### src/logic/ttlBridgePkg.sv
package ttlBridgePkg;

  // Bus and master widths
  localparam int BUS_ADDR_W = 16;
  localparam int BUS_DATA_W = 8;
  localparam int MST_ADDR_W = 32;
  localparam int MST_DATA_W = 32;

  typedef logic [BUS_ADDR_W-1:0] busAddrT;
  typedef logic [BUS_DATA_W-1:0] busDataT;
  typedef logic [MST_ADDR_W-1:0] mstAddrT;
  typedef logic [MST_DATA_W-1:0] mstDataT;

  // Bit 0 cycle active, bit 1 read, bit 2 write
  typedef logic [2:0] busCtrlT;

  // Bit 0 address, bit 1 read data, bit 2 write data
  typedef logic [2:0] intrT;

  typedef logic [2:0] regIdxT;

  // Synchronized view of the TTL pins with active high strobes
  typedef struct packed {
    logic    chipSel;
    logic    readStb;
    logic    writeStb;
    busAddrT address;
    busDataT data;
  } ttlCycleT;

  typedef struct packed {
    logic    req;
    logic    write;
    mstAddrT addr;
    mstDataT wrData;
  } mstReqT;

  typedef struct packed {
    logic    cmplt;
    mstDataT rdData;
  } mstRspT;

  typedef struct packed {
    logic    cyc;
    logic    stb;
    logic    we;
    regIdxT  adr;
    mstDataT datW;
  } wbReqT;

  typedef struct packed {
    logic    ack;
    mstDataT datR;
  } wbRspT;

  // Register file to cycle FSM
  typedef struct packed {
    logic    enable;
    mstAddrT base;
    intrT    intrEn;
    intrT    intrPending;
    busAddrT busAddress;
    busDataT busData;
  } bridgeCtlT;

  // Cycle FSM to register file
  typedef struct packed {
    busCtrlT busCtrl;
    logic    loadAddr;
    logic    loadData;
    busAddrT capAddr;
    busDataT capData;
    intrT    raise;
  } bridgeEvtT;

  // Wishbone word offsets
  localparam regIdxT REG_CONTROL     = 3'd0;
  localparam regIdxT REG_STATUS      = 3'd1;
  localparam regIdxT REG_BASE        = 3'd2;
  localparam regIdxT REG_BUS_ADDR    = 3'd3;
  localparam regIdxT REG_BUS_DATA    = 3'd4;
  localparam regIdxT REG_INTR_EN     = 3'd5;
  localparam regIdxT REG_INTR_STATUS = 3'd6;

endpackage

### src/logic/ttlBusSync.sv
`timescale 1ns/1ps

module ttlBusSync (
  input  logic                  clk,
  input  logic                  rst_n,
  input  logic                  nChipEnable,
  input  logic                  nOutputEnable,
  input  logic                  nWriteEnable,
  input  ttlBridgePkg::busAddrT address,
  input  ttlBridgePkg::busDataT dataIn,
  output ttlBridgePkg::ttlCycleT cycle
);

  // Strobes are inverted on entry, so bit 2 is chip select, bit 1 read, bit 0 write
  logic [2:0] strbMeta;
  logic [2:0] strbSync;

  ttlBridgePkg::busAddrT addrMeta;
  ttlBridgePkg::busAddrT addrSync;
  ttlBridgePkg::busDataT dataMeta;
  ttlBridgePkg::busDataT dataSync;

  // Two flop synchronizer on the strobes
  always_ff @(posedge clk) begin
    if (!rst_n) begin
      strbMeta <= 3'b000;
      strbSync <= 3'b000;
    end else begin
      strbMeta <= {~nChipEnable, ~nOutputEnable, ~nWriteEnable};
      strbSync <= strbMeta;
    end
  end

  // Address and data follow the same two stage path so they line up with the strobes
  always_ff @(posedge clk) begin
    addrMeta <= address;
    addrSync <= addrMeta;
    dataMeta <= dataIn;
    dataSync <= dataMeta;
  end

  // Pack the cycle descriptor
  always_comb begin
    cycle.chipSel  = strbSync[2];
    cycle.readStb  = strbSync[1];
    cycle.writeStb = strbSync[0];
    cycle.address  = addrSync;
    cycle.data     = dataSync;
  end

endmodule

### src/logic/ttlCycleFsm.sv
`timescale 1ns/1ps

module ttlCycleFsm (
  input  logic                    clk,
  input  logic                    rst_n,
  input  ttlBridgePkg::ttlCycleT  cycle,
  input  ttlBridgePkg::bridgeCtlT ctl,
  output ttlBridgePkg::bridgeEvtT evt,
  output ttlBridgePkg::mstReqT    mstReq,
  input  ttlBridgePkg::mstRspT    mstRsp,
  output ttlBridgePkg::busDataT   dataOut,
  output logic                    dataOe,
  output logic                    nWait
);

  typedef enum logic [3:0] {
    Idle,
    AddrCapture,
    AddrIntrWait,
    MapAddress,
    Decode,
    MstRead,
    ReadIntrWait,
    DriveRead,
    WriteCapture,
    WriteIntrWait,
    MstWrite,
    WaitRelease
  } stateT;

  stateT state;

  ttlBridgePkg::busCtrlT busCtrl;
  ttlBridgePkg::busAddrT addrQ;
  ttlBridgePkg::mstAddrT mstAddrQ;
  ttlBridgePkg::busDataT dataQ;
  ttlBridgePkg::busDataT rdByte;
  ttlBridgePkg::mstReqT  mstReqQ;

  // Only the low byte of a master read goes back to the TTL bus
  assign rdByte = mstRsp.rdData[ttlBridgePkg::BUS_DATA_W-1:0];

  always_ff @(posedge clk) begin
    if (!rst_n) begin
      state       <= Idle;
      busCtrl     <= '0;
      mstReqQ.req <= 1'b0;
    end else begin
      case (state)
        Idle: begin
          if (ctl.enable && cycle.chipSel) begin
            busCtrl <= 3'b001;
            state   <= AddrCapture;
          end
        end

        AddrCapture: begin
          addrQ <= cycle.address;
          state <= ctl.intrEn[0] ? AddrIntrWait : MapAddress;
        end

        // Software may rewrite the address before it clears the status bit
        AddrIntrWait: begin
          if (!ctl.intrPending[0]) begin
            addrQ <= ctl.busAddress;
            state <= MapAddress;
          end
        end

        MapAddress: begin
          mstAddrQ <= ctl.base + ttlBridgePkg::mstAddrT'(addrQ);
          state    <= Decode;
        end

        // Abort if the processor lets go of chip select before any strobe
        Decode: begin
          if (!cycle.chipSel) begin
            busCtrl <= '0;
            state   <= Idle;
          end else if (cycle.readStb) begin
            busCtrl[1]     <= 1'b1;
            mstReqQ.req    <= 1'b1;
            mstReqQ.write  <= 1'b0;
            mstReqQ.addr   <= mstAddrQ;
            mstReqQ.wrData <= '0;
            state          <= MstRead;
          end else if (cycle.writeStb) begin
            busCtrl[2] <= 1'b1;
            state      <= WriteCapture;
          end
        end

        MstRead: begin
          if (mstRsp.cmplt) begin
            mstReqQ.req <= 1'b0;
            dataQ       <= rdByte;
            state       <= ctl.intrEn[1] ? ReadIntrWait : DriveRead;
          end
        end

        ReadIntrWait: begin
          if (!ctl.intrPending[1]) begin
            dataQ <= ctl.busData;
            state <= DriveRead;
          end
        end

        DriveRead: begin
          if (!(cycle.chipSel && cycle.readStb)) begin
            state <= WaitRelease;
          end
        end

        WriteCapture: begin
          if (ctl.intrEn[2]) begin
            state <= WriteIntrWait;
          end else begin
            mstReqQ.req    <= 1'b1;
            mstReqQ.write  <= 1'b1;
            mstReqQ.addr   <= mstAddrQ;
            mstReqQ.wrData <= ttlBridgePkg::mstDataT'(cycle.data);
            state          <= MstWrite;
          end
        end

        // Write data comes from the register that software may have overridden
        WriteIntrWait: begin
          if (!ctl.intrPending[2]) begin
            mstReqQ.req    <= 1'b1;
            mstReqQ.write  <= 1'b1;
            mstReqQ.addr   <= mstAddrQ;
            mstReqQ.wrData <= ttlBridgePkg::mstDataT'(ctl.busData);
            state          <= MstWrite;
          end
        end

        MstWrite: begin
          if (mstRsp.cmplt) begin
            mstReqQ.req <= 1'b0;
            state       <= WaitRelease;
          end
        end

        WaitRelease: begin
          if (!cycle.chipSel) begin
            busCtrl <= '0;
            state   <= Idle;
          end
        end

        default: state <= Idle;
      endcase
    end
  end

  // Load and raise pulses last exactly one cycle each
  always_comb begin
    evt          = '0;
    evt.busCtrl  = busCtrl;
    evt.loadAddr = (state == AddrCapture);
    evt.capAddr  = cycle.address;
    evt.loadData = (state == WriteCapture) || ((state == MstRead) && mstRsp.cmplt);
    evt.capData  = (state == MstRead) ? rdByte : cycle.data;
    evt.raise[0] = (state == AddrCapture) && ctl.intrEn[0];
    evt.raise[1] = (state == MstRead) && mstRsp.cmplt && ctl.intrEn[1];
    evt.raise[2] = (state == WriteCapture) && ctl.intrEn[2];
  end

  assign mstReq  = mstReqQ;
  assign dataOut = dataQ;
  assign dataOe  = (state == DriveRead) && cycle.chipSel && cycle.readStb;

  // Processor is held for the whole access except while data is driven or released
  assign nWait = (state == Idle) || (state == DriveRead) || (state == WaitRelease);

endmodule

### src/logic/ttlRegFile.sv
`timescale 1ns/1ps

module ttlRegFile (
  input  logic                    clk,
  input  logic                    rst_n,
  input  ttlBridgePkg::wbReqT     wbReq,
  output ttlBridgePkg::wbRspT     wbRsp,
  input  ttlBridgePkg::bridgeEvtT evt,
  output ttlBridgePkg::bridgeCtlT ctl,
  output logic                    irq
);

  logic                  enable;
  ttlBridgePkg::mstAddrT base;
  ttlBridgePkg::busAddrT busAddr;
  ttlBridgePkg::busDataT busData;
  ttlBridgePkg::intrT    intrEn;
  ttlBridgePkg::intrT    intrStat;
  ttlBridgePkg::intrT    intrClr;

  logic                  ack;
  logic                  wbAccess;
  logic                  wbWrite;
  ttlBridgePkg::mstDataT datR;
  ttlBridgePkg::mstDataT readMux;

  // A new access starts when cyc and stb are seen and no ack is out
  assign wbAccess = wbReq.cyc && wbReq.stb && !ack;
  assign wbWrite  = wbAccess && wbReq.we;

  // Write one to clear
  assign intrClr = (wbWrite && (wbReq.adr == ttlBridgePkg::REG_INTR_STATUS)) ?
                   ttlBridgePkg::intrT'(wbReq.datW) : '0;

  always_comb begin
    case (wbReq.adr)
      ttlBridgePkg::REG_CONTROL:     readMux = ttlBridgePkg::mstDataT'(enable);
      ttlBridgePkg::REG_STATUS:      readMux = ttlBridgePkg::mstDataT'({evt.busCtrl, enable});
      ttlBridgePkg::REG_BASE:        readMux = base;
      ttlBridgePkg::REG_BUS_ADDR:    readMux = ttlBridgePkg::mstDataT'(busAddr);
      ttlBridgePkg::REG_BUS_DATA:    readMux = ttlBridgePkg::mstDataT'(busData);
      ttlBridgePkg::REG_INTR_EN:     readMux = ttlBridgePkg::mstDataT'(intrEn);
      ttlBridgePkg::REG_INTR_STATUS: readMux = ttlBridgePkg::mstDataT'(intrStat);
      default:                       readMux = '0;
    endcase
  end

  always_ff @(posedge clk) begin
    if (!rst_n) begin
      ack      <= 1'b0;
      enable   <= 1'b0;
      base     <= '0;
      busAddr  <= '0;
      busData  <= '0;
      intrEn   <= '0;
      intrStat <= '0;
    end else begin
      ack <= wbAccess;

      if (wbWrite) begin
        case (wbReq.adr)
          ttlBridgePkg::REG_CONTROL:  enable  <= wbReq.datW[0];
          ttlBridgePkg::REG_BASE:     base    <= wbReq.datW;
          ttlBridgePkg::REG_BUS_ADDR: busAddr <= ttlBridgePkg::busAddrT'(wbReq.datW);
          ttlBridgePkg::REG_BUS_DATA: busData <= ttlBridgePkg::busDataT'(wbReq.datW);
          ttlBridgePkg::REG_INTR_EN:  intrEn  <= ttlBridgePkg::intrT'(wbReq.datW);
          default: ;
        endcase
      end

      // Captures from the bus cycle take priority over a software write
      if (evt.loadAddr) begin
        busAddr <= evt.capAddr;
      end
      if (evt.loadData) begin
        busData <= evt.capData;
      end

      // A raise in the same cycle as a clear wins
      intrStat <= (intrStat & ~intrClr) | evt.raise;
    end
  end

  // Read data is registered with the ack
  always_ff @(posedge clk) begin
    if (wbAccess) begin
      datR <= readMux;
    end
  end

  assign wbRsp.ack  = ack;
  assign wbRsp.datR = datR;

  assign irq = |(intrStat & intrEn);

  always_comb begin
    ctl.enable      = enable;
    ctl.base        = base;
    ctl.intrEn      = intrEn;
    ctl.intrPending = intrStat;
    ctl.busAddress  = busAddr;
    ctl.busData     = busData;
  end

endmodule

### src/logic/ttlMemoryBridge.sv
`timescale 1ns/1ps

module ttlMemoryBridge (
  input  logic                  clk,
  input  logic                  rst_n,
  input  logic                  nChipEnable,
  input  logic                  nOutputEnable,
  input  logic                  nWriteEnable,
  input  ttlBridgePkg::busAddrT address,
  input  ttlBridgePkg::busDataT dataIn,
  output ttlBridgePkg::busDataT dataOut,
  output logic                  dataOe,
  output logic                  nWait,
  output ttlBridgePkg::mstReqT  mstReq,
  input  ttlBridgePkg::mstRspT  mstRsp,
  input  ttlBridgePkg::wbReqT   wbReq,
  output ttlBridgePkg::wbRspT   wbRsp,
  output logic                  irq
);

  ttlBridgePkg::ttlCycleT  cycle;
  ttlBridgePkg::bridgeCtlT ctl;
  ttlBridgePkg::bridgeEvtT evt;

  ttlBusSync uSync (
    .clk           (clk),
    .rst_n         (rst_n),
    .nChipEnable   (nChipEnable),
    .nOutputEnable (nOutputEnable),
    .nWriteEnable  (nWriteEnable),
    .address       (address),
    .dataIn        (dataIn),
    .cycle         (cycle)
  );

  ttlCycleFsm uFsm (
    .clk     (clk),
    .rst_n   (rst_n),
    .cycle   (cycle),
    .ctl     (ctl),
    .evt     (evt),
    .mstReq  (mstReq),
    .mstRsp  (mstRsp),
    .dataOut (dataOut),
    .dataOe  (dataOe),
    .nWait   (nWait)
  );

  ttlRegFile uRegs (
    .clk   (clk),
    .rst_n (rst_n),
    .wbReq (wbReq),
    .wbRsp (wbRsp),
    .evt   (evt),
    .ctl   (ctl),
    .irq   (irq)
  );

endmodule

### config.mk
export PLATFORM = sky130hd
export DESIGN_NAME = ttlMemoryBridge
export DESIGN_NICKNAME = d
export VERILOG_FILES = /design/src/logic/ttlBridgePkg.sv /design/src/logic/ttlBusSync.sv /design/src/logic/ttlCycleFsm.sv /design/src/logic/ttlRegFile.sv /design/src/logic/ttlMemoryBridge.sv
export SDC_FILE = /design/constraint.sdc
export NUM_CORES = 1
export LEC_CHECK = 0
export BUFFER_PORTS_ARGS = -buffer_cell sky130_fd_sc_hd__clkbuf_2
export CAP_MARGIN = 40
export CELL_PAD_IN_SITES_DETAIL_PLACEMENT = 0
export CELL_PAD_IN_SITES_GLOBAL_PLACEMENT = 2
export CORE_AREA = 2 2 161 179
export DETAILED_ROUTE_END_ITERATION = 6
export DIE_AREA = 0 0 163 181
export PLACE_DENSITY_LB_ADDON = 0.15
export RECOVER_POWER = 100
export SLEW_MARGIN = 20
export SYNTH_ARGS = -nofsm -noshare
export SYNTH_HDL_FRONTEND = slang
export SYNTH_SLANG_ARGS = --single-unit
### constraint.sdc
create_clock -name clk -period 7.4 [get_ports clk]
set_clock_uncertainty 0.1 [all_clocks]
set_input_delay 1.11 -clock clk [delete_from_list [all_inputs] [get_ports clk]]
set_output_delay 1.11 -clock clk [all_outputs]
set_load 0.01 [all_outputs]
==> impl_metrics.env <==
export IMPL_hp_class="reg -> reg"
export IMPL_num_rows=64
export IMPL_hold_violations=0
export IMPL_setup_viol=0
export IMPL_crit_top_cell="nand2_1"
export IMPL_ant_nets=0
export IMPL_final_cell_area_um2=12600
export IMPL_drt_wl_total_um=25200
export IMPL_synth_edf_count=129
export IMPL_synth_top_family_by_area="compound AO/OA/AOI/OAI gates"
export IMPL_core_area_um2=27600
export IMPL_worstSkewPairLatency_ns=0.54
export IMPL_critPathLaunch="wbReq[36]"
export IMPL_synthTopCellsByArea="edfxtp_1 (36%), dfxtp_1 (24%), mux2i_1 (4.9%)"
export IMPL_cts_tree="built"
export IMPL_ys_warn_count=0
export IMPL_drc=0
export IMPL_die_w_um=163
export IMPL_dp_hpwl_um=17800
export IMPL_violations="max-capacitance violations, max-slew violations"
export IMPL_timing_rr_start="uFsm.state[0]"
export IMPL_clock_sinks=255
export IMPL_synthXorXnorAreaFrac_pct=2.29
export IMPL_preCtsSetupSlack_ns=3.52
export IMPL_worstMarginPinSlew_ns=2.35
export IMPL_cts_htree_levels=1
export IMPL_synthToLayoutAreaGrowth_pct=17.5
export IMPL_path_cells="clkbuf_2, and3b_2, clkbuf_1, nand2_1, nor3_1, buf_4, nand2_1, a21boi_0"
export IMPL_leakage_nw=4.89
export IMPL_synthMuxAreaShare_pct=8.45
export IMPL_yosys_area_share_simple_pct=11.2
export IMPL_nets=1173
export IMPL_syn_area_um2=10700
export IMPL_cts_hold_fix_buffers=0
export IMPL_synth_top_area_cell="edfxtp_1"
export IMPL_crit_type="in -> reg"
export IMPL_num_vias=7026
export IMPL_synth_compound_area_share_pct=12.0
export IMPL_gp_congestion=0.826
export IMPL_max_cap_violations=6
export IMPL_grt_ovfl_total=0
export IMPL_maxSlewViolCount=185
export IMPL_critPathMaxFanout=36
export IMPL_cts_buffers=28
export IMPL_synth_cell_type_count=67
export IMPL_cts_root_buf="clkbuf_16"
export IMPL_drt_iter0_drc=375
export IMPL_io_pins=210
export IMPL_clk_path_buf_depth=3
export IMPL_place_area_um2=11800
export IMPL_slowest_delay_ns=1.66
export IMPL_min_delay_start="uSync.addrMeta[4]"
export IMPL_antennaDiodeCount=0
export IMPL_max_slew_margin_pct=-56.5
export IMPL_final_layout_size_suffix_gt1_share_pct=14.9
export IMPL_grt_pass1_vias=6897
export IMPL_fin_crit_sh_pct=66.7
export IMPL_rsz0062_at_grt="no"
export IMPL_viasPerCell=4.88
export IMPL_io_buffers=161
export IMPL_async_flop_share_pct=0
export IMPL_track_usage_pct=17.1
export IMPL_finalCriticalPeriod_ns=4.94
export IMPL_drtPass1Iterations=5
export IMPL_dieArea_um2=29500
export IMPL_synth_top_area_share_pct=36.2
export IMPL_die_h_um=181
export IMPL_ir_worst_vdd_uv=137
export IMPL_fmax_ghz=0.203
export IMPL_worstPathRequired_ns=7.76
export IMPL_post_cts_buffers=0
export IMPL_ys_ff_latch=255
export IMPL_cts_resized_gates=0
export IMPL_netlist_instances=899
export IMPL_setup_slack_ns=2.46
export IMPL_clkSlewWorstSetupHoldPaths_ns=0.06
export IMPL_finalSetupTns_ns=0
export IMPL_synth_seq_area_share_pct=59.8
export IMPL_slowest_stage="clkbuf_1"
export IMPL_antenna_found_initial=1
export IMPL_synth_top_flop_cell="edfxtp_1"
export IMPL_power_per_cell_area_nw_per_um2=264
export IMPL_synthAdderAreaFrac_pct=2.06
export IMPL_grt_pass1_wl_um=39600
export IMPL_grt_max_degree=81
export IMPL_start_util_pct=38.7
export IMPL_finalHoldWorstSlack_ns=0.224
export IMPL_syn_avg_cell_area_um2=11.9
export IMPL_worstSetupStartpointType="primary input"
export IMPL_worstPathArrival_ns=5.30
export IMPL_endpoint_kind="flip-flop"
export IMPL_wire_per_inst_um=17.5
export IMPL_status="finished with violations"
==> layer usage <==
| layer | vias up | share of wire [%] | global-route usage, % | wire length, um |
|---|---|---|---|---|
| met3 | 37 | 5.5 | 3.58 | 1400 |
| met1 | 3303 | 45 | 23.0 | 11200 |
| li1 | 3510 | - | - | - |
| met5 | - | 0.052 | 0 | 13 |
| met4 | 2 | 2.0 | 4.35 | 516 |
| met2 | 174 | 48 | 28.1 | 12100 |
==> area by class of cell <==
class | count | area, um^2
Tap cell | 363 | 454
Fill cell | 2702 | 15100
Multi-Input combinational cell | 580 | 3930
Sequential cell | 255 | 6400
Timing Repair Buffer | 179 | 810
Clock inverter | 13 | 92.6
Inverter | 12 | 45.0
Clock buffer | 38 | 833
==> placed cells by master, fill, tap and decap left out, types with 3 or more instances in the layout <==
master	synthesis	layout
dfxtp_1	126	126
a221oi_1	2	3
nand2_1	114	114
o211a_1	25	25
and2_1	22	10
xnor2_1	15	15
ha_1	16	16
clkbuf_2	0	73
o21bai_1	3	3
xor2_1	13	13
nor2_1	39	39
and2_0	0	12
and3_1	8	8
conb_1	1	24
nand3b_1	3	3
a41oi_1	2	3
a21o_1	11	11
clkbuf_16	0	32
a31oi_1	4	4
nor2b_1	17	17
a211oi_1	4	4
clkinv_2	0	8
buf_4	26	3
nor3_1	10	11
nand4_1	7	7
a22oi_1	8	8
o21ai_0	19	19
clkbuf_1	37	106
nand3_1	17	17
nand2b_1	7	7
edfxtp_1	129	129
a21boi_0	32	37
mux2_2	34	32
a21oi_1	30	29
inv_1	12	12
mux2i_1	52	52
==> synth_stat cells (all sizes together) (4+ instances only) <==
| cell type | n |
|---|---|
| nand3 | 17 |
| o211a | 25 |
| nor2b | 17 |
| and3 | 8 |
| mux2 | 34 |
| nand2b | 8 |
| a21boi | 37 |
| nor3 | 11 |
| a22oi | 8 |
| xor2 | 13 |
| inv | 12 |
| ha | 16 |
| a211oi | 4 |
| xnor2 | 15 |
| nor2 | 40 |
| nand2 | 114 |
| buf | 38 |
| clkbuf | 37 |
| and2 | 22 |
| a31oi | 4 |
| o21ai | 20 |
| mux2i | 52 |
| a21oi | 30 |
| dfxtp | 126 |
| edfxtp | 129 |
| nand4 | 7 |
| a21o | 11 |
==> stage by stage <==
stage / power (W) / utilization, % / std cells
5_1_grt: 0.00347 / 45.5 / 1440
3_5_place_dp: 0.00198 / 42.8 / 1386
2_1_floorplan: 0.00187 / - / 922
4_1_cts: 0.00337 / 46.2 / 1437
3_3_place_gp: 0.00197 / 42.5 / 1380
6_report: 0.00331 / 45.5 / 1440
==> power breakdown <==
group	switching (W)	internal, W	total, W	leakage [nW]
logic	0.000181	0.000137	0.000318	2.18
registers	0.0000505	0.00157	0.00162	2.25
clock network	0.000551	0.000821	0.00137	0.456
total	0.000783	0.00253	0.00331	4.89
==> cell families after synthesis <==
group,Yosys count
simple gates,254
buf+inv,87
fa+ha+maj,17
other cells,1
flops,255
xor+xnor,28
mux,86
compound gates,171
==> critical path: cells and delay by family <==
family	cells	cell delay, ns
simple gates	4	1.83
compound gates	1	0.14
buf+inv	3	2.20
==> final timing paths <==
check,to,slack (ns),cells after the start
setup / recovery,uRegs.base[11],2.46,8
hold / removal,uSync.addrSync[4],0.22,0
setup reg to reg,uRegs.busAddr[7],2.69,8
hold reg to reg,uSync.addrSync[4],0.22,0
==> state kept, by name (all words and copies together), names as in the netlist, 16 cells and up <==
| signal | flops |
|---|---|
| uFsm.addrQ | 16 |
| uRegs.base | 32 |
| uFsm.mstAddrQ | 32 |
| uRegs.datR | 32 |
| uSync.addrSync | 16 |
| uRegs.busAddr | 16 |
| uSync.addrMeta | 16 |
| uFsm.mstReq | 42 |
Power figures use the tool's default switching activity.
